--- src/hw/can_frame_pkg.sv ---
`default_nettype none

package can_frame_pkg;

	// ====================
	// Field widths

	typedef logic [10:0] id_a_t;   // Base identifier
	typedef logic [17:0] id_b_t;   // Identifier extension
	typedef logic [3:0]  dlc_t;    // Data length code
	typedef logic [63:0] data_t;   // First received bit ends up highest
	typedef logic [14:0] crc_t;    // CRC-15 value

	// ====================
	// Decoded frame

	// Fields in bus order
	typedef struct packed
	{
		id_a_t id_a;   // Base identifier
		logic  srr;    // Substitute remote request, extended only
		logic  ide;    // 1 for extended frames
		logic  rtr;    // Remote request
		id_b_t id_b;   // Zero in base frames
		logic  r1;     // Reserved bit, extended only
		logic  r0;     // Reserved bit
		dlc_t  dlc;    // Already clamped to 8
		data_t data;   // Right-aligned
	} can_frame_t;

endpackage

`default_nettype wire

--- src/hw/can_decode_pkg.sv ---
`default_nettype none

package can_decode_pkg;

	// ====================
	// Protocol constants

	localparam int len_id_a         = 11;
	localparam int len_id_b         = 18;
	localparam int len_dlc          = 4;
	localparam int len_crc          = 15;
	localparam int len_eof          = 7;
	localparam int len_intermission = 2;   // Third bit may already be the next SOF
	localparam int max_data_bytes   = 8;

	// x^15 + x^14 + x^10 + x^8 + x^7 + x^4 + x^3 + 1
	localparam can_frame_pkg::crc_t crc_poly = 15'h4599;

	localparam int stuff_run = 5;   // Equal bits before a stuff bit

	// ====================
	// Decoder state

	// Order matters, ranges are used for the stuffed and CRC regions
	typedef enum logic [4:0]
	{
		state_idle,
		state_id_a,
		state_rtr_srr,
		state_ide,
		state_id_b,
		state_rtr,
		state_reserved1,
		state_reserved0,
		state_dlc,
		state_data,
		state_crc,
		state_crc_delimiter,
		state_ack_slot,
		state_ack_delimiter,
		state_eof,
		state_intermission,
		state_recovery
	} decode_state_t;

	typedef enum logic [2:0]
	{
		error_none,
		error_stuff,
		error_crc_mismatch,
		error_crc_delimiter,
		error_ack,
		error_ack_delimiter,
		error_eof_form,
		error_intermission_form
	} error_cause_t;

	// One sampled bit after destuffing
	typedef struct packed
	{
		logic strobe;        // Sample point
		logic level;         // 1 is recessive
		logic stuff;         // Drop this bit
		logic stuff_error;   // Sixth equal bit
	} rx_bit_t;

endpackage

`default_nettype wire

--- src/hw/can_bit_destuffer.sv ---
`timescale 1ns/100ps
`default_nettype none

module can_bit_destuffer
(
	input  logic                    clock,
	input  logic                    reset,
	input  logic                    rx,
	input  logic                    sample_point,
	input  logic                    stuff_region,
	output can_decode_pkg::rx_bit_t bit_out
);
	import can_decode_pkg::*;

	logic [stuff_run-1:0] history;   // Last sampled levels, newest in bit 0
	logic                 run;       // All history bits equal
	logic                 check;     // Bit is subject to stuffing rules

	// ====================
	// Bit history

	// Every sampled bit goes in, stuff bits too, since they start the next run
	always_ff @(posedge clock or posedge reset)
	begin
		if (reset)
			history <= 5'b10101;   // No run out of reset
		else if (sample_point)
			history <= {history[stuff_run-2:0], rx};
	end

	assign run   = (history == '0) || (history == '1);
	assign check = sample_point && stuff_region && run;

	// ====================
	// Marking

	always_comb
	begin
		bit_out.strobe      = sample_point;
		bit_out.level       = rx;
		bit_out.stuff       = check && (rx != history[0]);   // Opposite level after a run
		bit_out.stuff_error = check && (rx == history[0]);   // Run grew to six
	end

	// A bit is either dropped or faulty, never both
	stuff_exclusive: assert property (@(posedge clock) disable iff (reset)
		!(bit_out.stuff && bit_out.stuff_error));

endmodule

`default_nettype wire

--- src/hw/can_crc15.sv ---
`timescale 1ns/100ps
`default_nettype none

module can_crc15
(
	input  logic                clock,
	input  logic                reset,
	input  logic                crc_init,
	input  logic                crc_shift,
	input  logic                data_bit,
	output can_frame_pkg::crc_t crc_value
);
	import can_decode_pkg::*;

	logic feedback;   // Top bit out xor new bit in

	assign feedback = crc_value[14] ^ data_bit;

	// Serial LFSR, one step per destuffed bit
	always_ff @(posedge clock or posedge reset)
	begin
		if (reset)
			crc_value <= '0;
		else if (crc_init)
			crc_value <= '0;   // Start of frame
		else if (crc_shift)
			crc_value <= {crc_value[13:0], 1'b0} ^ (feedback ? crc_poly : '0);
	end

	// Init comes from the SOF bit, shifts only from id_a on
	init_shift_exclusive: assert property (@(posedge clock) disable iff (reset)
		!(crc_init && crc_shift));

endmodule

`default_nettype wire

--- src/hw/can_frame_fsm.sv ---
`timescale 1ns/100ps
`default_nettype none

module can_frame_fsm
#(
	parameter int recovery_bits = 11
)
(
	input  logic                         clock,
	input  logic                         reset,
	input  can_decode_pkg::rx_bit_t      bit_in,
	input  can_frame_pkg::crc_t          crc_value,
	output logic                         stuff_region,
	output logic                         crc_init,
	output logic                         crc_shift,
	output can_frame_pkg::can_frame_t    frame,
	output logic                         frame_valid,
	output logic                         error_valid,
	output can_decode_pkg::error_cause_t error_cause
);
	import can_frame_pkg::*;
	import can_decode_pkg::*;

	typedef logic [6:0] bit_count_t;   // Holds 64 for the longest data field

	decode_state_t state;
	decode_state_t state_next;
	bit_count_t    count;         // Shared bit counter of the current field
	bit_count_t    count_next;
	logic          take;          // Strobe of a content bit
	logic          fail;          // A check failed on this bit
	logic          done;          // Last EOF bit was clean
	error_cause_t  cause;
	can_frame_t    work;          // Frame being assembled
	crc_t          crc_rx;        // CRC as received
	logic          rtr_srr;       // RTR or SRR, known only after IDE
	dlc_t          dlc_shift;     // DLC with the current bit shifted in
	dlc_t          dlc_clamped;

	assign take = bit_in.strobe && !bit_in.stuff && !bit_in.stuff_error;

	assign dlc_shift   = {work.dlc[len_dlc-2:0], bit_in.level};
	assign dlc_clamped = dlc_shift[len_dlc-1] ? dlc_t'(max_data_bytes) : dlc_shift;

	// ====================
	// Region controls

	assign stuff_region = state inside {[state_id_a:state_crc_delimiter]};
	assign crc_init     = bit_in.strobe && (state == state_idle) && !bit_in.level;   // SOF
	assign crc_shift    = take && (state inside {[state_id_a:state_data]});

	// ====================
	// Next state and checks

	always_comb
	begin
		state_next = state;
		count_next = count;
		fail       = 1'b0;
		done       = 1'b0;
		cause      = error_none;

		if (bit_in.stuff_error)
		begin
			fail  = 1'b1;
			cause = error_stuff;
		end
		else if (take)
		begin
			unique case (state)
				state_idle:
					if (!bit_in.level)
						state_next = state_id_a;   // Dominant SOF
				state_id_a:
				begin
					count_next = count + 1'b1;
					if (count == bit_count_t'(len_id_a - 1))
					begin
						state_next = state_rtr_srr;
						count_next = '0;
					end
				end
				state_rtr_srr:
					state_next = state_ide;
				state_ide:
					state_next = bit_in.level ? state_id_b : state_reserved0;
				state_id_b:
				begin
					count_next = count + 1'b1;
					if (count == bit_count_t'(len_id_b - 1))
					begin
						state_next = state_rtr;
						count_next = '0;
					end
				end
				state_rtr:
					state_next = state_reserved1;
				state_reserved1:
					state_next = state_reserved0;
				state_reserved0:
					state_next = state_dlc;
				state_dlc:
				begin
					count_next = count + 1'b1;
					if (count == bit_count_t'(len_dlc - 1))
					begin
						count_next = '0;
						// Remote frames and empty frames go straight to CRC
						state_next = (work.rtr || (dlc_clamped == '0)) ? state_crc : state_data;
					end
				end
				state_data:
				begin
					count_next = count + 1'b1;
					if (count == bit_count_t'({work.dlc, 3'b000}) - 1'b1)
					begin
						state_next = state_crc;
						count_next = '0;
					end
				end
				state_crc:
				begin
					count_next = count + 1'b1;
					if (count == bit_count_t'(len_crc - 1))
					begin
						state_next = state_crc_delimiter;
						count_next = '0;
					end
				end
				state_crc_delimiter:
				begin
					state_next = state_ack_slot;
					if (!bit_in.level)
					begin
						fail  = 1'b1;
						cause = error_crc_delimiter;
					end
				end
				state_ack_slot:
				begin
					state_next = state_ack_delimiter;
					if (bit_in.level)   // Nobody acknowledged
					begin
						fail  = 1'b1;
						cause = error_ack;
					end
				end
				state_ack_delimiter:
				begin
					state_next = state_eof;
					if (crc_value != crc_rx)   // CRC error is flagged here
					begin
						fail  = 1'b1;
						cause = error_crc_mismatch;
					end
					else if (!bit_in.level)
					begin
						fail  = 1'b1;
						cause = error_ack_delimiter;
					end
				end
				state_eof:
				begin
					count_next = count + 1'b1;
					if (!bit_in.level)
					begin
						fail  = 1'b1;
						cause = error_eof_form;
					end
					else if (count == bit_count_t'(len_eof - 1))
					begin
						done       = 1'b1;
						state_next = state_intermission;
						count_next = '0;
					end
				end
				state_intermission:
				begin
					count_next = count + 1'b1;
					if (!bit_in.level)   // No overload frames here
					begin
						fail  = 1'b1;
						cause = error_intermission_form;
					end
					else if (count == bit_count_t'(len_intermission - 1))
					begin
						state_next = state_idle;
						count_next = '0;
					end
				end
				state_recovery:
				begin
					count_next = count + 1'b1;
					if (!bit_in.level)
						count_next = '0;   // Start the recessive run again
					else if (count == bit_count_t'(recovery_bits - 1))
					begin
						state_next = state_idle;
						count_next = '0;
					end
				end
				default:
					state_next = state_idle;
			endcase
		end

		// Any failure waits for bus integration
		if (fail)
		begin
			state_next = state_recovery;
			count_next = '0;
		end
	end

	always_ff @(posedge clock or posedge reset)
	begin
		if (reset)
		begin
			state       <= state_idle;
			count       <= '0;
			frame_valid <= 1'b0;
			error_valid <= 1'b0;
			error_cause <= error_none;
		end
		else
		begin
			state       <= state_next;
			count       <= count_next;
			frame_valid <= done;
			error_valid <= fail;
			error_cause <= cause;
		end
	end

	// ====================
	// Field capture

	always_ff @(posedge clock)
	begin
		if (take)
		begin
			case (state)
				state_idle:
					work <= '0;   // Unused data bytes stay zero
				state_id_a:
					work.id_a <= {work.id_a[len_id_a-2:0], bit_in.level};
				state_rtr_srr:
					rtr_srr <= bit_in.level;
				state_ide:
				begin
					work.ide <= bit_in.level;
					if (bit_in.level)
						work.srr <= rtr_srr;   // Extended frame
					else
						work.rtr <= rtr_srr;   // Base frame
				end
				state_id_b:
					work.id_b <= {work.id_b[len_id_b-2:0], bit_in.level};
				state_rtr:
					work.rtr <= bit_in.level;
				state_reserved1:
					work.r1 <= bit_in.level;
				state_reserved0:
					work.r0 <= bit_in.level;
				state_dlc:
					work.dlc <= (count == bit_count_t'(len_dlc - 1)) ? dlc_clamped : dlc_shift;
				state_data:
					work.data <= {work.data[$bits(data_t)-2:0], bit_in.level};
				state_crc:
					crc_rx <= {crc_rx[len_crc-2:0], bit_in.level};
				default:
					;
			endcase
		end

		if (done)
			frame <= work;
	end

	// ====================
	// Assertions

	valid_exclusive: assert property (@(posedge clock) disable iff (reset)
		!(frame_valid && error_valid));

	count_range: assert property (@(posedge clock) disable iff (reset)
		count < 7'd64);

endmodule

`default_nettype wire

--- src/hw/can_decoder.sv ---
`timescale 1ns/100ps
`default_nettype none

module can_decoder
#(
	parameter int recovery_bits = 11   // Recessive bits before idle after an error
)
(
	input  logic                         clock,
	input  logic                         reset,
	input  logic                         rx,             // 1 is recessive
	input  logic                         sample_point,   // One clock per bit time
	output can_frame_pkg::can_frame_t    frame,
	output logic                         frame_valid,
	output logic                         error_valid,
	output can_decode_pkg::error_cause_t error_cause
);
	import can_frame_pkg::*;
	import can_decode_pkg::*;

	rx_bit_t rx_bit;         // Sampled bit with stuff marks
	logic    stuff_region;
	logic    crc_init;
	logic    crc_shift;
	crc_t    crc_value;

	can_bit_destuffer i_destuffer
	(
		.clock        (clock),
		.reset        (reset),
		.rx           (rx),
		.sample_point (sample_point),
		.stuff_region (stuff_region),
		.bit_out      (rx_bit)
	);

	can_crc15 i_crc
	(
		.clock     (clock),
		.reset     (reset),
		.crc_init  (crc_init),
		.crc_shift (crc_shift),
		.data_bit  (rx_bit.level),
		.crc_value (crc_value)
	);

	can_frame_fsm
	#(
		.recovery_bits (recovery_bits)
	)
	i_fsm
	(
		.clock        (clock),
		.reset        (reset),
		.bit_in       (rx_bit),
		.crc_value    (crc_value),
		.stuff_region (stuff_region),
		.crc_init     (crc_init),
		.crc_shift    (crc_shift),
		.frame        (frame),
		.frame_valid  (frame_valid),
		.error_valid  (error_valid),
		.error_cause  (error_cause)
	);

endmodule

`default_nettype wire

--- config.mk ---
export PLATFORM = sky130hd
export DESIGN_NAME = can_decoder
export DESIGN_NICKNAME = d
export VERILOG_FILES = /design/src/hw/can_frame_pkg.sv /design/src/hw/can_decode_pkg.sv /design/src/hw/can_bit_destuffer.sv /design/src/hw/can_crc15.sv /design/src/hw/can_frame_fsm.sv /design/src/hw/can_decoder.sv
export SDC_FILE = /design/constraint.sdc
export NUM_CORES = 1
export LEC_CHECK = 0
export BUFFER_PORTS_ARGS = -buffer_cell sky130_fd_sc_hd__clkbuf_2
export CORE_MARGIN = 4
export CORE_UTILIZATION = 63
export CTS_CLUSTER_SIZE = 40
export DETAILED_ROUTE_END_ITERATION = 16
export PLACE_DENSITY_LB_ADDON = 0.3
export SLEW_MARGIN = 30
export SYNTH_ARGS = -nofsm -noshare
export SYNTH_HDL_FRONTEND = slang
export SYNTH_SLANG_ARGS = --single-unit
--- constraint.sdc ---
create_clock -name clock -period 22.2 [get_ports clock]
set_input_delay 4.44 -clock clock [delete_from_list [all_inputs] [get_ports clock]]
set_output_delay 4.44 -clock clock [all_outputs]
set_load 0.03 [all_outputs]
==> metrics.cfg <==
[cts]
clock_latency_ns = 0.51
cts_resized = 0
path_clk_slew_ns = 0.06
numCtsBuffers = 24
tritoncts = done
cts-root-buf = clkbuf_16
post_cts.repair.setup_buffers = 0
clock_path_buffers = 3
cts_sinks = 257
postCtsHoldBufs = 0
htree_num_levels = 1

[floorplanning]
die_h_um = 134
rows = 45
core_area_um2 = 15400
fp.dieW_um = 134
initial_core_util_pct = 65.3
io_pins = 111
die_area_um2 = 18100

[power_and_ir_drop]
total_power_mw = 1.28
leakagePower_nw = 4.28
ir_drop_mv = 0.0730
power_density_nw_per_um2 = 110

[timing]
finalCritPeriodShare_pct = 27.6
hold_viol_final = 0
report.final.slew_viol_count = 0
setup_tns_ns = 0
max_slew_margin_pct = 35.9
fin_crit_ns = 6.13
fin_ws_ns = 16.07
worst_pin_slew_ns = 0.961
max_freq_mhz = 163
skew_ns = 0.0151
whs_ns = 0.423
rsz0062_at_grt = false
setup_violations = 0

[setup_path]
start_kind = input port
arrival_ns = 6.26
crit_required_ns = 22.33
cp_slowest_stage_delay_ns = 0.58
path_cells = clkbuf_2 -> o21ai_2 -> or2_2 -> nor4_2 -> buf_6
cp-end-kind = flop
cp_max_fo = 79
crit_slowest_cell = buf_6
critical_path_class = input port to flop
r2r_setup_slack_ns = 18.91

[synth]
synth_compound_area_share_pct = 5.65
async_reset_ff_share_pct = 14.4
synth-seq-area-share_pct = 74.8
synth_fa_ha_area_share_pct = 0.496
yosys_register_bits = 257
ys.flop_type = edfxtp_1
synth_simple_gate_area_share_pct = 13.5
synth_area_um2 = 10100
synth_top_family_by_area = simple AND/OR/NAND/NOR gates
synth_cells = 668
synth_warnings = 0
synthMuxAreaShare_pct = 0.869
syn_nets = 676
synthXorXnorAreaFrac_pct = 2.78
yosysUniqueCellTypes = 66
synth_edf_count = 220
syn_avg_cell_area_um2 = 15.1

[finish]
nNetsFinal = 790
syn_to_final_growth_pct = 16.1
final_cell_count_no_fill = 1011
n_fill_cell = 957
final_util_pct = 75.9
num_antenna_cells = 0
layout-drive-gt1-share_pct = 23.8
fin_area_um2 = 11700

[placement]
numPortBuffers = 110
routabilityCongestion = 0.895
post_dp_cell_area_um2 = 10800
place_ws_ns = 15.43
dp_cells = 966
hpwl_um = 11500

[grt]
grt_pass1_wl_um = 28900
overflow = 0
track_usage_pct = 19.8
grt_pass1_vias = 5608
grt_max_degree = 80
grt_antenna_before_repair = 0

[detailed_routing]
vias_per_cell = 5.65
drc = 0
drtIter0Drc = 500
drt-wirelength-per-cell_um = 17.8
wl_um = 18000
dr.pass1.iters = 5
routed-via-count = 5708
postRouteAntennaNets = 0

[status]
status = complete, no violations

[run]
max_cap_violations = 0

[min_path]
worstHoldPathType = flop to flop

## final timing paths
check	endpoint	depth (start not counted)	start
max reg2reg	i_fsm.frame[9]$_DFFE_PP_	6	i_fsm.state[2]$_DFFE_PP0P_
max in group asynchronous	i_fsm.state[0]$_DFFE_PP0P_	3	reset
min reg2reg	i_fsm.frame[101]$_DFFE_PP_	0	i_fsm.work[101]$_SDFFCE_PP0P_
max	i_fsm.frame[9]$_DFFE_PP_	5	sample_point
min in group asynchronous	i_fsm.state[4]$_DFFE_PP0P_	3	reset
min	i_fsm.frame[101]$_DFFE_PP_	0	i_fsm.work[101]$_SDFFCE_PP0P_
## metal layers
metal	track usage (%)	vias up	wire, um
met1	28.7	2798	7800
met3	3.06	31	1100
met2	31.5	203	8730
met5	0	-	0
li1	-	2676	-
met4	6.50	0	391
## Yosys cell counts, drive strengths merged (2+ instances only)
master | number | area (um^2)
edfxtp | 220 | 6610
and2 | 95 | 594
nand2 | 42 | 158
dfrtp | 34 | 851
nor2 | 29 | 111
xnor2 | 27 | 236
a21oi | 26 | 130
nor3 | 21 | 105
clkbuf | 18 | 67.6
nand3 | 16 | 80.1
buf | 13 | 73.8
inv | 13 | 51.3
o21ai | 10 | 53.8
mux2 | 6 | 67.6
nand4 | 6 | 37.5
nor4 | 6 | 52.6
or2 | 6 | 37.5
and3 | 5 | 36.3
nand2b | 5 | 31.3
xor2 | 5 | 43.8
a211oi | 4 | 30.0
ha | 4 | 50.1
or3 | 4 | 30.0
a22oi | 3 | 22.5
dfstp | 3 | 78.8
nand3b | 3 | 22.5
nor2b | 3 | 18.8
o211ai | 3 | 22.5
o22ai | 3 | 18.8
o31ai | 3 | 22.5
a2111oi | 2 | 36.3
a21o | 2 | 15.0
a31oi | 2 | 27.5
a32oi | 2 | 17.5
mux2i | 2 | 20.0
nor4b | 2 | 23.8
o21a | 2 | 15.0
o2bb2ai | 2 | 17.5
o311ai | 2 | 32.5
o32ai | 2 | 17.5
o41ai | 2 | 17.5
## area by class of cell
class	count	area [um^2]	share of cell area, %
Sequential cell	257	7540	64.4
Multi-Input combinational cell	367	2380	20.4
Clock buffer	30	674	5.76
Timing Repair Buffer	119	642	5.48
Tap cell	211	264	2.26
Clock inverter	14	151	1.29
Inverter	13	51.3	0.438
## worst max-delay path, delay by kind of cell
kind	cells	cell delay (ns)
buffers and inverters	2	0.83
AND/OR/NAND/NOR	2	0.68
AO/OA/AOI/OAI	1	0.23
## flip-flops by register name, summed over array words and instances, names as in the netlist
register             cells
i_fsm.frame            102
i_fsm.work              99
i_crc.crc_value         15
i_fsm.crc_rx            15
i_fsm.count              7
i_destuffer.history      5
i_fsm.state              5
i_fsm.dlc_shift          3
i_fsm.error_cause        3
i_fsm.error_valid        1
i_fsm.frame_valid        1
i_fsm.rtr_srr            1
## power breakdown
| part | leakage, nW | switching, mW | internal [mW] | total [mW] |
|---|---|---|---|---|
| clock network | 0.405 | 0.169 | 0.250 | 0.419 |
| logic | 1.40 | 0.146 | 0.0957 | 0.242 |
| registers | 2.47 | 0.0529 | 0.570 | 0.623 |
## placed cells by master, fill, tap and decap left out, drive strengths merged, types with 6 or more instances in the layout
master | synthesis | final
buf | 13 | 9
a21oi | 26 | 26
nand3 | 16 | 16
or2 | 6 | 6
clkbuf | 18 | 140
nand4 | 6 | 6
nor3 | 21 | 21
dfrtp | 34 | 34
inv | 13 | 13
nand2 | 42 | 42
o21ai | 10 | 10
nor4 | 6 | 6
edfxtp | 220 | 220
and2 | 95 | 95
xnor2 | 27 | 27
clkinv | 0 | 9
nor2 | 29 | 29
mux2 | 6 | 6
## kinds of logic (layout without fill, tap and decap cells)
| kind of cell | count (synthesis) | count (layout) |
|---|---|---|
| AOI/OAI and AO/OA | 77 | 77 |
| DFF | 257 | 257 |
| muxes | 8 | 8 |
| buffers and inverters | 44 | 176 |
| xor gates and xnor gates | 32 | 32 |
| adders and majority gates | 4 | 4 |
| and+or+nand+nor | 246 | 246 |
No activity file was read; power rests on OpenSTA's default activity.
